[src/rtl/reconfig_ctrl_pkg.sv]
package reconfig_ctrl_pkg;

   typedef enum logic [2:0] {
      RESTART,
      WAIT_LOCK,
      WAIT_START,
      READ,
      WAIT_READ,
      WRITE,
      WAIT_WRITE
   } seq_state_t;

   // Request from the sequencer to the port side
   typedef enum logic [1:0] {
      CMD_NONE,
      CMD_READ,
      CMD_WRITE
   } port_cmd_t;

endpackage

[src/rtl/drp_map_pkg.sv]
package drp_map_pkg;

   localparam int DATA_W = 16;
   localparam int ADDR_W = 7;

   // Order of the read-modify-write cycles
   typedef enum logic [2:0] {
      STEP_POWER,
      STEP_CLKOUT0_1,
      STEP_CLKOUT0_2,
      STEP_DIVCLK,
      STEP_CLKFBOUT_1,
      STEP_CLKFBOUT_2
   } step_t;

   localparam step_t LAST_STEP = STEP_CLKFBOUT_2;

   // Register addresses
   localparam logic [ADDR_W-1:0] POWER_ADDR     = 7'h28;
   localparam logic [ADDR_W-1:0] CLKOUT0_ADDR1  = 7'h08;
   localparam logic [ADDR_W-1:0] CLKOUT0_ADDR2  = 7'h09;
   localparam logic [ADDR_W-1:0] DIVCLK_ADDR    = 7'h16;
   localparam logic [ADDR_W-1:0] CLKFBOUT_ADDR1 = 7'h14;
   localparam logic [ADDR_W-1:0] CLKFBOUT_ADDR2 = 7'h15;

   // Bits of the read word that survive the write
   localparam logic [DATA_W-1:0] POWER_MASK   = 16'h0000;
   localparam logic [DATA_W-1:0] CLKOUT_MASK1 = 16'h1000;
   localparam logic [DATA_W-1:0] CLKOUT_MASK2 = 16'h8000;
   localparam logic [DATA_W-1:0] DIVCLK_MASK  = 16'hC000;

   // All power bits on
   localparam logic [DATA_W-1:0] POWER_WORD = 16'hFFFF;

endpackage
[src/rtl/mmcm_reconfig_top.sv]
`timescale 1ns/1ns

module mmcm_reconfig_top (
   input  logic                           dclk,
   input  logic                           rst,
   input  logic                           locked,
   input  logic                           start_reconfig,
   input  logic [5:0]                     clkout0_high_time,
   input  logic [5:0]                     clkout0_low_time,
   input  logic [2:0]                     clkout0_phase_mux,
   input  logic [2:0]                     clkout0_frac,
   input  logic                           clkout0_frac_en,
   input  logic                           clkout0_wf_r,
   input  logic                           clkout0_edge,
   input  logic                           clkout0_no_count,
   input  logic [5:0]                     clkout0_delay_time,
   input  logic [5:0]                     clkfbout_high_time,
   input  logic [5:0]                     clkfbout_low_time,
   input  logic [2:0]                     clkfbout_phase_mux,
   input  logic [2:0]                     clkfbout_frac,
   input  logic                           clkfbout_frac_en,
   input  logic                           clkfbout_wf_r,
   input  logic                           clkfbout_edge,
   input  logic                           clkfbout_no_count,
   input  logic [5:0]                     clkfbout_delay_time,
   input  logic [5:0]                     divclk_high_time,
   input  logic [5:0]                     divclk_low_time,
   input  logic                           divclk_edge,
   input  logic                           divclk_no_count,
   input  logic [drp_map_pkg::DATA_W-1:0] dout,
   input  logic                           drdy,
   output logic                           ready,
   output logic                           reconfig_done,
   output logic                           mmcm_rst,
   output logic [drp_map_pkg::ADDR_W-1:0] daddr,
   output logic [drp_map_pkg::DATA_W-1:0] di,
   output logic                           den,
   output logic                           dwe
);

   logic                           load;
   drp_map_pkg::step_t             step;
   reconfig_ctrl_pkg::port_cmd_t   cmd;
   logic                           rd_done;
   logic                           wr_done;
   logic [drp_map_pkg::ADDR_W-1:0] step_addr;
   logic [drp_map_pkg::DATA_W-1:0] step_mask;
   logic [drp_map_pkg::DATA_W-1:0] step_data;

   divider_word_builder i_words (
      .dclk                (dclk),
      .rst                 (rst),
      .load                (load),
      .step                (step),
      .clkout0_high_time   (clkout0_high_time),
      .clkout0_low_time    (clkout0_low_time),
      .clkout0_phase_mux   (clkout0_phase_mux),
      .clkout0_frac        (clkout0_frac),
      .clkout0_frac_en     (clkout0_frac_en),
      .clkout0_wf_r        (clkout0_wf_r),
      .clkout0_edge        (clkout0_edge),
      .clkout0_no_count    (clkout0_no_count),
      .clkout0_delay_time  (clkout0_delay_time),
      .clkfbout_high_time  (clkfbout_high_time),
      .clkfbout_low_time   (clkfbout_low_time),
      .clkfbout_phase_mux  (clkfbout_phase_mux),
      .clkfbout_frac       (clkfbout_frac),
      .clkfbout_frac_en    (clkfbout_frac_en),
      .clkfbout_wf_r       (clkfbout_wf_r),
      .clkfbout_edge       (clkfbout_edge),
      .clkfbout_no_count   (clkfbout_no_count),
      .clkfbout_delay_time (clkfbout_delay_time),
      .divclk_high_time    (divclk_high_time),
      .divclk_low_time     (divclk_low_time),
      .divclk_edge         (divclk_edge),
      .divclk_no_count     (divclk_no_count),
      .step_addr           (step_addr),
      .step_mask           (step_mask),
      .step_data           (step_data)
   );

   rmw_sequencer i_seq (
      .dclk           (dclk),
      .rst            (rst),
      .locked         (locked),
      .start_reconfig (start_reconfig),
      .rd_done        (rd_done),
      .wr_done        (wr_done),
      .load           (load),
      .step           (step),
      .cmd            (cmd),
      .mmcm_rst       (mmcm_rst),
      .ready          (ready),
      .reconfig_done  (reconfig_done)
   );

   drp_access_port i_port (
      .dclk      (dclk),
      .rst       (rst),
      .cmd       (cmd),
      .step_addr (step_addr),
      .step_mask (step_mask),
      .step_data (step_data),
      .dout      (dout),
      .drdy      (drdy),
      .daddr     (daddr),
      .di        (di),
      .den       (den),
      .dwe       (dwe),
      .rd_done   (rd_done),
      .wr_done   (wr_done)
   );

endmodule

[src/rtl/drp_access_port.sv]
`timescale 1ns/1ns

module drp_access_port (
   input  logic                           dclk,
   input  logic                           rst,
   input  reconfig_ctrl_pkg::port_cmd_t   cmd,
   input  logic [drp_map_pkg::ADDR_W-1:0] step_addr,
   input  logic [drp_map_pkg::DATA_W-1:0] step_mask,
   input  logic [drp_map_pkg::DATA_W-1:0] step_data,
   input  logic [drp_map_pkg::DATA_W-1:0] dout,
   input  logic                           drdy,
   output logic [drp_map_pkg::ADDR_W-1:0] daddr,
   output logic [drp_map_pkg::DATA_W-1:0] di,
   output logic                           den,
   output logic                           dwe,
   output logic                           rd_done,
   output logic                           wr_done
);

   // Kind of the access still waiting for drdy
   reconfig_ctrl_pkg::port_cmd_t   pending;
   logic [drp_map_pkg::DATA_W-1:0] wr_word;
   logic                           rd_ack;

   assign rd_ack = drdy && (pending == reconfig_ctrl_pkg::CMD_READ);

   always_ff @(posedge dclk) begin
      if (rst) begin
         den     <= 1'b0;
         dwe     <= 1'b0;
         rd_done <= 1'b0;
         wr_done <= 1'b0;
         pending <= reconfig_ctrl_pkg::CMD_NONE;
      end else begin
         den     <= (cmd != reconfig_ctrl_pkg::CMD_NONE);
         dwe     <= (cmd == reconfig_ctrl_pkg::CMD_WRITE);
         rd_done <= rd_ack;
         wr_done <= drdy && (pending == reconfig_ctrl_pkg::CMD_WRITE);
         if (cmd != reconfig_ctrl_pkg::CMD_NONE) begin
            pending <= cmd;
         end else if (drdy) begin
            pending <= reconfig_ctrl_pkg::CMD_NONE;
         end
      end
   end

   always_ff @(posedge dclk) begin
      if (cmd != reconfig_ctrl_pkg::CMD_NONE) begin
         daddr <= step_addr;
      end
      if (cmd == reconfig_ctrl_pkg::CMD_WRITE) begin
         di <= wr_word;
      end
      // Mask and set in the same cycle the read data arrives
      if (rd_ack) begin
         wr_word <= (dout & step_mask) | step_data;
      end
   end

endmodule

[src/rtl/rmw_sequencer.sv]
`timescale 1ns/1ns

module rmw_sequencer (
   input  logic                         dclk,
   input  logic                         rst,
   input  logic                         locked,
   input  logic                         start_reconfig,
   input  logic                         rd_done,
   input  logic                         wr_done,
   output logic                         load,
   output drp_map_pkg::step_t           step,
   output reconfig_ctrl_pkg::port_cmd_t cmd,
   output logic                         mmcm_rst,
   output logic                         ready,
   output logic                         reconfig_done
);

   reconfig_ctrl_pkg::seq_state_t state;

   assign ready = (state == reconfig_ctrl_pkg::WAIT_START);

   // Start is ignored unless ready
   assign load = ready && start_reconfig;

   always_comb begin
      case (state)
         reconfig_ctrl_pkg::READ:  cmd = reconfig_ctrl_pkg::CMD_READ;
         reconfig_ctrl_pkg::WRITE: cmd = reconfig_ctrl_pkg::CMD_WRITE;
         default:                  cmd = reconfig_ctrl_pkg::CMD_NONE;
      endcase
   end

   always_ff @(posedge dclk) begin
      if (rst) begin
         state         <= reconfig_ctrl_pkg::RESTART;
         step          <= drp_map_pkg::STEP_POWER;
         mmcm_rst      <= 1'b1;
         reconfig_done <= 1'b0;
      end else begin
         reconfig_done <= 1'b0;
         case (state)
            // Clock manager reset was held by rst or by a bad state
            reconfig_ctrl_pkg::RESTART: begin
               mmcm_rst <= 1'b0;
               state    <= reconfig_ctrl_pkg::WAIT_LOCK;
            end
            reconfig_ctrl_pkg::WAIT_LOCK: begin
               mmcm_rst <= 1'b0;
               step     <= drp_map_pkg::STEP_POWER;
               if (locked) begin
                  state <= reconfig_ctrl_pkg::WAIT_START;
               end
            end
            reconfig_ctrl_pkg::WAIT_START: begin
               if (load) begin
                  mmcm_rst <= 1'b1;
                  state    <= reconfig_ctrl_pkg::READ;
               end
            end
            reconfig_ctrl_pkg::READ: begin
               state <= reconfig_ctrl_pkg::WAIT_READ;
            end
            reconfig_ctrl_pkg::WAIT_READ: begin
               if (rd_done) begin
                  state <= reconfig_ctrl_pkg::WRITE;
               end
            end
            reconfig_ctrl_pkg::WRITE: begin
               state <= reconfig_ctrl_pkg::WAIT_WRITE;
            end
            reconfig_ctrl_pkg::WAIT_WRITE: begin
               if (wr_done) begin
                  if (step == drp_map_pkg::LAST_STEP) begin
                     // mmcm_rst drops one cycle later in WAIT_LOCK
                     reconfig_done <= 1'b1;
                     state         <= reconfig_ctrl_pkg::WAIT_LOCK;
                  end else begin
                     step  <= drp_map_pkg::step_t'(step + 3'd1);
                     state <= reconfig_ctrl_pkg::READ;
                  end
               end
            end
            default: begin
               mmcm_rst <= 1'b1;
               state    <= reconfig_ctrl_pkg::RESTART;
            end
         endcase
      end
   end

endmodule

[src/rtl/divider_word_builder.sv]
`timescale 1ns/1ns

module divider_word_builder (
   input  logic                           dclk,
   input  logic                           rst,
   input  logic                           load,
   input  drp_map_pkg::step_t             step,
   input  logic [5:0]                     clkout0_high_time,
   input  logic [5:0]                     clkout0_low_time,
   input  logic [2:0]                     clkout0_phase_mux,
   input  logic [2:0]                     clkout0_frac,
   input  logic                           clkout0_frac_en,
   input  logic                           clkout0_wf_r,
   input  logic                           clkout0_edge,
   input  logic                           clkout0_no_count,
   input  logic [5:0]                     clkout0_delay_time,
   input  logic [5:0]                     clkfbout_high_time,
   input  logic [5:0]                     clkfbout_low_time,
   input  logic [2:0]                     clkfbout_phase_mux,
   input  logic [2:0]                     clkfbout_frac,
   input  logic                           clkfbout_frac_en,
   input  logic                           clkfbout_wf_r,
   input  logic                           clkfbout_edge,
   input  logic                           clkfbout_no_count,
   input  logic [5:0]                     clkfbout_delay_time,
   input  logic [5:0]                     divclk_high_time,
   input  logic [5:0]                     divclk_low_time,
   input  logic                           divclk_edge,
   input  logic                           divclk_no_count,
   output logic [drp_map_pkg::ADDR_W-1:0] step_addr,
   output logic [drp_map_pkg::DATA_W-1:0] step_mask,
   output logic [drp_map_pkg::DATA_W-1:0] step_data
);

   logic [drp_map_pkg::DATA_W-1:0] clkout0_w1;
   logic [drp_map_pkg::DATA_W-1:0] clkout0_w2;
   logic [drp_map_pkg::DATA_W-1:0] clkfbout_w1;
   logic [drp_map_pkg::DATA_W-1:0] clkfbout_w2;
   logic [drp_map_pkg::DATA_W-1:0] divclk_w;

   // Phase mux plus high and low counts
   function automatic logic [drp_map_pkg::DATA_W-1:0] pack_word1(
      input logic [2:0] phase_mux,
      input logic [5:0] high_time,
      input logic [5:0] low_time
   );
      return {phase_mux, 1'b0, high_time, low_time};
   endfunction

   // Fractional and edge controls
   function automatic logic [drp_map_pkg::DATA_W-1:0] pack_word2(
      input logic [2:0] frac,
      input logic       frac_en,
      input logic       wf_r,
      input logic       edge_bit,
      input logic       no_count,
      input logic [5:0] delay_time
   );
      return {1'b0, frac, frac_en, wf_r, 2'b00, edge_bit, no_count, delay_time};
   endfunction

   always_ff @(posedge dclk) begin
      if (rst) begin
         clkout0_w1  <= '0;
         clkout0_w2  <= '0;
         clkfbout_w1 <= '0;
         clkfbout_w2 <= '0;
         divclk_w    <= '0;
      end else if (load) begin
         clkout0_w1  <= pack_word1(clkout0_phase_mux, clkout0_high_time, clkout0_low_time);
         clkout0_w2  <= pack_word2(clkout0_frac, clkout0_frac_en, clkout0_wf_r,
                                   clkout0_edge, clkout0_no_count, clkout0_delay_time);
         clkfbout_w1 <= pack_word1(clkfbout_phase_mux, clkfbout_high_time, clkfbout_low_time);
         clkfbout_w2 <= pack_word2(clkfbout_frac, clkfbout_frac_en, clkfbout_wf_r,
                                   clkfbout_edge, clkfbout_no_count, clkfbout_delay_time);
         divclk_w    <= {2'b00, divclk_edge, divclk_no_count, divclk_high_time, divclk_low_time};
      end
   end

   always_comb begin
      case (step)
         drp_map_pkg::STEP_CLKOUT0_1: begin
            step_addr = drp_map_pkg::CLKOUT0_ADDR1;
            step_mask = drp_map_pkg::CLKOUT_MASK1;
            step_data = clkout0_w1;
         end
         drp_map_pkg::STEP_CLKOUT0_2: begin
            step_addr = drp_map_pkg::CLKOUT0_ADDR2;
            step_mask = drp_map_pkg::CLKOUT_MASK2;
            step_data = clkout0_w2;
         end
         drp_map_pkg::STEP_DIVCLK: begin
            step_addr = drp_map_pkg::DIVCLK_ADDR;
            step_mask = drp_map_pkg::DIVCLK_MASK;
            step_data = divclk_w;
         end
         drp_map_pkg::STEP_CLKFBOUT_1: begin
            step_addr = drp_map_pkg::CLKFBOUT_ADDR1;
            step_mask = drp_map_pkg::CLKOUT_MASK1;
            step_data = clkfbout_w1;
         end
         drp_map_pkg::STEP_CLKFBOUT_2: begin
            step_addr = drp_map_pkg::CLKFBOUT_ADDR2;
            step_mask = drp_map_pkg::CLKOUT_MASK2;
            step_data = clkfbout_w2;
         end
         // Power step and unused codes
         default: begin
            step_addr = drp_map_pkg::POWER_ADDR;
            step_mask = drp_map_pkg::POWER_MASK;
            step_data = drp_map_pkg::POWER_WORD;
         end
      endcase
   end

endmodule

[config.mk]
export PLATFORM = sky130hd
export DESIGN_NAME = mmcm_reconfig_top
export DESIGN_NICKNAME = d
export VERILOG_FILES = /design/src/rtl/reconfig_ctrl_pkg.sv /design/src/rtl/drp_map_pkg.sv /design/src/rtl/mmcm_reconfig_top.sv /design/src/rtl/drp_access_port.sv /design/src/rtl/rmw_sequencer.sv /design/src/rtl/divider_word_builder.sv
export SDC_FILE = /design/constraint.sdc
export NUM_CORES = 1
export LEC_CHECK = 0
export BUFFER_PORTS_ARGS = -buffer_cell sky130_fd_sc_hd__buf_2
export CAP_MARGIN = 20
export CORE_UTILIZATION = 58
export DETAILED_ROUTE_END_ITERATION = 10
export PLACE_DENSITY = 0.92
export SYNTH_ARGS = -nofsm -noshare
export SYNTH_HDL_FRONTEND = slang
export SYNTH_HIERARCHICAL = 1
export SYNTH_SLANG_ARGS = --single-unit
[constraint.sdc]
create_clock -name dclk -period 4.7 [get_ports dclk]
set_clock_uncertainty 0.15 [all_clocks]
set_input_delay 0.94 -clock dclk [delete_from_list [all_inputs] [get_ports dclk]]
set_output_delay 0.94 -clock dclk [all_outputs]
set_load 0.005 [all_outputs]
==> results.md <==
- GRT Util Overall: 0.2680
- Final GP Congestion: 0.8865
- CTS tree: built
- Top_reg_cell synth: dfxtp_1
- Crit. End Element: flip-flop
- Layout Nets: roughly 680
- Setup_tns: 0 ps
- Worst Path Arrival: around 2800 ps
- Peak per-stage delay on the critical path: just under 1000 ps
- H-tree Lvls: 4
- Die area: 9639 um2
- Via count: 4073
- Clock Path Buffers: 2
- First-pass iteration count of the detailed router: 10
- First-pass GRT wire length: 19.63 mm
- Post-detailed-route count of antenna-violating nets: 0
- R2r endpoint: i_port/wr_word[12]
- Ratio of cells with drive above 1 in the final layout: 0.3017
- Clock-pin transition on the worst setup and hold timing paths: 60 ps
- R2r setup slk: around 2000 ps
- Hold path startpoint: i_port/wr_word[12]
- Minimum clock period: around 2700 ps
- PostCTS Resize Cnt: 0
- Vias in the first global route: 3996
- CTS root buffer: clkbuf_8
- Ports: 119
- Final Hold Viols: 0
- Wire length on met1: slightly above 5 mm
- Total inserted antenna cells: 0
- Final Max Tran Viols: 0
- CP Cell Sequence: ha_1 > o21ai_2 > inv_2 > a221o_1 > a21o_1
- P per Cell Area: 440.2 nW/um2
- Seq cells post-synth: 123
- Ys async rst share: 0
- CP required: approximately 4800 ps
- Chip width: 98.18 um
- Biggest area consumer among synthesized cells: dfxtp_1
- GRT overflow: 0
- Final Cycle Share: 0.5674
- Largest net degree at the start of global routing: 71
- Die height: 98.18 um
- Status: finished, violations left
- Cts bufs inserted: 17
- CTS Hold Buffers Added: 0
- Via density: ~5.8
- Worst IR drop on VDD: 238.8 uV
- DR WL/cell: 17.72 um
- FF-to-FF path depth: 5
- Peak Freq: 375.0 MHz
- Max transition margin: 0.3058
- # setup viols final: 0
- Crit path kind: flip-flop to flip-flop
- Hold Crit Endpoint: i_port/di[12]
- Post-synth top area share: 0.3134
- Initial DRC Count: 409
- Max stage delay cell, worst path: dfxtp_1
- Met2 routed WL: approximately 6 mm
- Initial antenna violation count: 0
- Detail Route met3 WL: 934 um
- P_leak: around 2.4 nW
- IO Port Bufs: 118
- Synth Instances: 478
- Setup crit start kind: flip-flop
- R2R Path Start: i_seq/step[2]
- Area growth from synthesis to layout: 21.27%
- Sequential share of the synthesized area: 0.5317
- Drc violations: 4
- Cell variety after synth: 59
- Crit-path max FO: 21
- RSZ-0062 raised after global routing: no
- Syn. warnings: 6
- Top layer reached by signal wires: met4
- Mapped Area: 5365 um2
- Number of synthesized flops with an enable pin: 39
- Violated checks: DRC
- Min-Delay Path Depth: 0
- Post-CTS setup buffer count: 0
- Routed WL: approximately 13 mm
- Top area cells in the synthesized netlist: dfxtp_1 (31%), edfxtp_1 (22%), mux2i_1 (13%), nor2_1 (5.5%), a21o_1 (2.4%)
- Max cap viols: 0
- Avg Inst Size Synth: 11.22 um2
- CTS Sinks: 123
- Core area: 8848 um2
- Initial Util: 0.6063
- Worst Tran Pin Value: about 1000 ps
- DP HPWL: ~8.5 mm
- Hold Crit Class: flip-flop to flip-flop
- Worst skew pair latency: 510 ps
- Final core utilization: 0.7353
- Site Rows: 34
[registers in the layout, summed over array words and instances (netlist names)]
| register | count |
|---|---|
| i_port/daddr | 7 |
| i_words/divclk_w | 14 |
| i_seq/mmcm_rst | 1 |
| i_words/clkout0_w2 | 13 |
| i_port/wr_word | 16 |
| i_port/wr_done | 1 |
| i_seq/state | 3 |
| i_port/den | 1 |
| i_words/clkfbout_w2 | 13 |
| i_words/clkfbout_w1 | 15 |
| i_port/di | 16 |
| i_port/pending | 2 |
| i_seq/step | 3 |
| i_port/dwe | 1 |
| i_seq/reconfig_done | 1 |
| i_port/rd_done | 1 |
| i_words/clkout0_w1 | 15 |
[stage by stage]
stage	hold slack, ps	area, um2	power (mW)	setup WS (ps)	instances
after CTS	266.8	6471	2.868	2076	706
after global routing	269.5	6506	2.963	1870	708
after detailed placement	255.4	5882	1.598	1955	674
after floorplan	250.3	5414	1.491	2509	491
final	264.0	6506	2.864	2033	708
after global placement	253.5	5874	1.579	2046	673
[how the worst max path moves through the flow]
stage	startpoint	to	cells after the start
after floorplan	i_seq/step[1]	i_port/wr_word[0]	9
after global placement	start_reconfig	i_words/clkfbout_w1[13]	4
after detailed placement	start_reconfig	i_words/clkfbout_w2[5]	4
after CTS	i_seq/step[2]	i_port/wr_word[12]	5
after global routing	i_seq/step[2]	i_port/wr_word[12]	5
final	i_seq/step[2]	i_port/wr_word[12]	5
[critical path, delay by kind of cell (launching register included)]
kind / cells / cell delay, ps
flip-flops: 1 / 970
buffers and inverters: 1 / 80
adder cells (fa/ha/maj): 1 / 490
AO/OA/AOI/OAI: 3 / 720
[kinds of logic after synthesis]
group	Yosys count	share of synthesized area
AND/OR/NAND/NOR	133	0.1301
adder cells (fa/ha/maj)	3	0.006997
buffers and inverters	55	0.06040
XOR/XNOR	1	0.001633
AO/OA/AOI/OAI	81	0.1105
flip-flops	123	0.5317
other	1	0.0006990
multiplexers	81	0.1579
[synth_stat cells, drive strengths merged (4+ instances only)]
library cell / number
a21o: 17
a21oi: 13
a22oi: 14
a32oi: 10
and2: 5
buf: 37
clkbuf: 11
dfxtp: 84
edfxtp: 39
inv: 7
mux2: 11
mux2i: 70
nand2b: 8
nand3: 9
nor2: 78
nor2b: 6
nor3b: 5
o211ai: 4
o21ai: 5
o22ai: 5
[metal layers]
metal  track usage  vias up
li1              -     1913
met1        0.3336     1917
met5             0        -
met2        0.4296      202
met3       0.05798       41
met4        0.1607        0
[final cells by class]
| type | instances | area [um2] |
|---|---|---|
| tap | 108 | 135.1 |
| clock inverter | 15 | 175.2 |
| timing repair buffer | 125 | 663.1 |
| fill | 587 | 2342 |
| clock buffer | 17 | 414.1 |
| multi-input combinational | 313 | 2240 |
| sequential | 123 | 2853 |
| inverter | 7 | 26.28 |
[placed cells by master, fill, tap and decap left out, types with 2 or more instances in the layout]
| master | netlist | layout |
|---|---|---|
| or4_1 | 2 | 2 |
| a21o_1 | 17 | 17 |
| clkbuf_16 | 0 | 16 |
| a21oi_1 | 13 | 13 |
| nor2b_1 | 5 | 5 |
| o211ai_1 | 4 | 4 |
| conb_1 | 1 | 14 |
| ha_1 | 3 | 3 |
| mux2_2 | 5 | 5 |
| nand2b_4 | 2 | 2 |
| or3_1 | 2 | 2 |
| mux2_4 | 6 | 6 |
| nand2_1 | 2 | 2 |
| nor3_1 | 3 | 3 |
| edfxtp_1 | 39 | 39 |
| o21ai_0 | 3 | 3 |
| and4bb_2 | 2 | 2 |
| nand2b_1 | 6 | 6 |
| inv_1 | 6 | 6 |
| dfxtp_1 | 84 | 84 |
| a32oi_1 | 10 | 10 |
| o21bai_1 | 3 | 3 |
| a22oi_1 | 14 | 14 |
| buf_4 | 16 | 6 |
| buf_2 | 15 | 118 |
| clkinvlp_4 | 0 | 4 |
| nor2_1 | 78 | 78 |
| and3b_1 | 2 | 2 |
| and2_1 | 4 | 3 |
| o22ai_1 | 5 | 5 |
| o311ai_0 | 2 | 2 |
| or3b_1 | 2 | 2 |
| nor3b_1 | 3 | 3 |
| nand3_1 | 9 | 9 |
| mux2i_1 | 70 | 70 |
| clkinv_2 | 0 | 4 |
| nor3b_4 | 2 | 2 |
| bufinv_16 | 0 | 3 |
| clkinv_4 | 0 | 3 |
[power by group]
part           internal (mW)  switching (mW)  total, mW
clock network          0.806           0.472       1.28
logic                  0.168           0.171      0.338
registers               1.18          0.0665       1.25
total                   2.15           0.709       2.86
No activity file was read; power rests on OpenSTA's default activity.
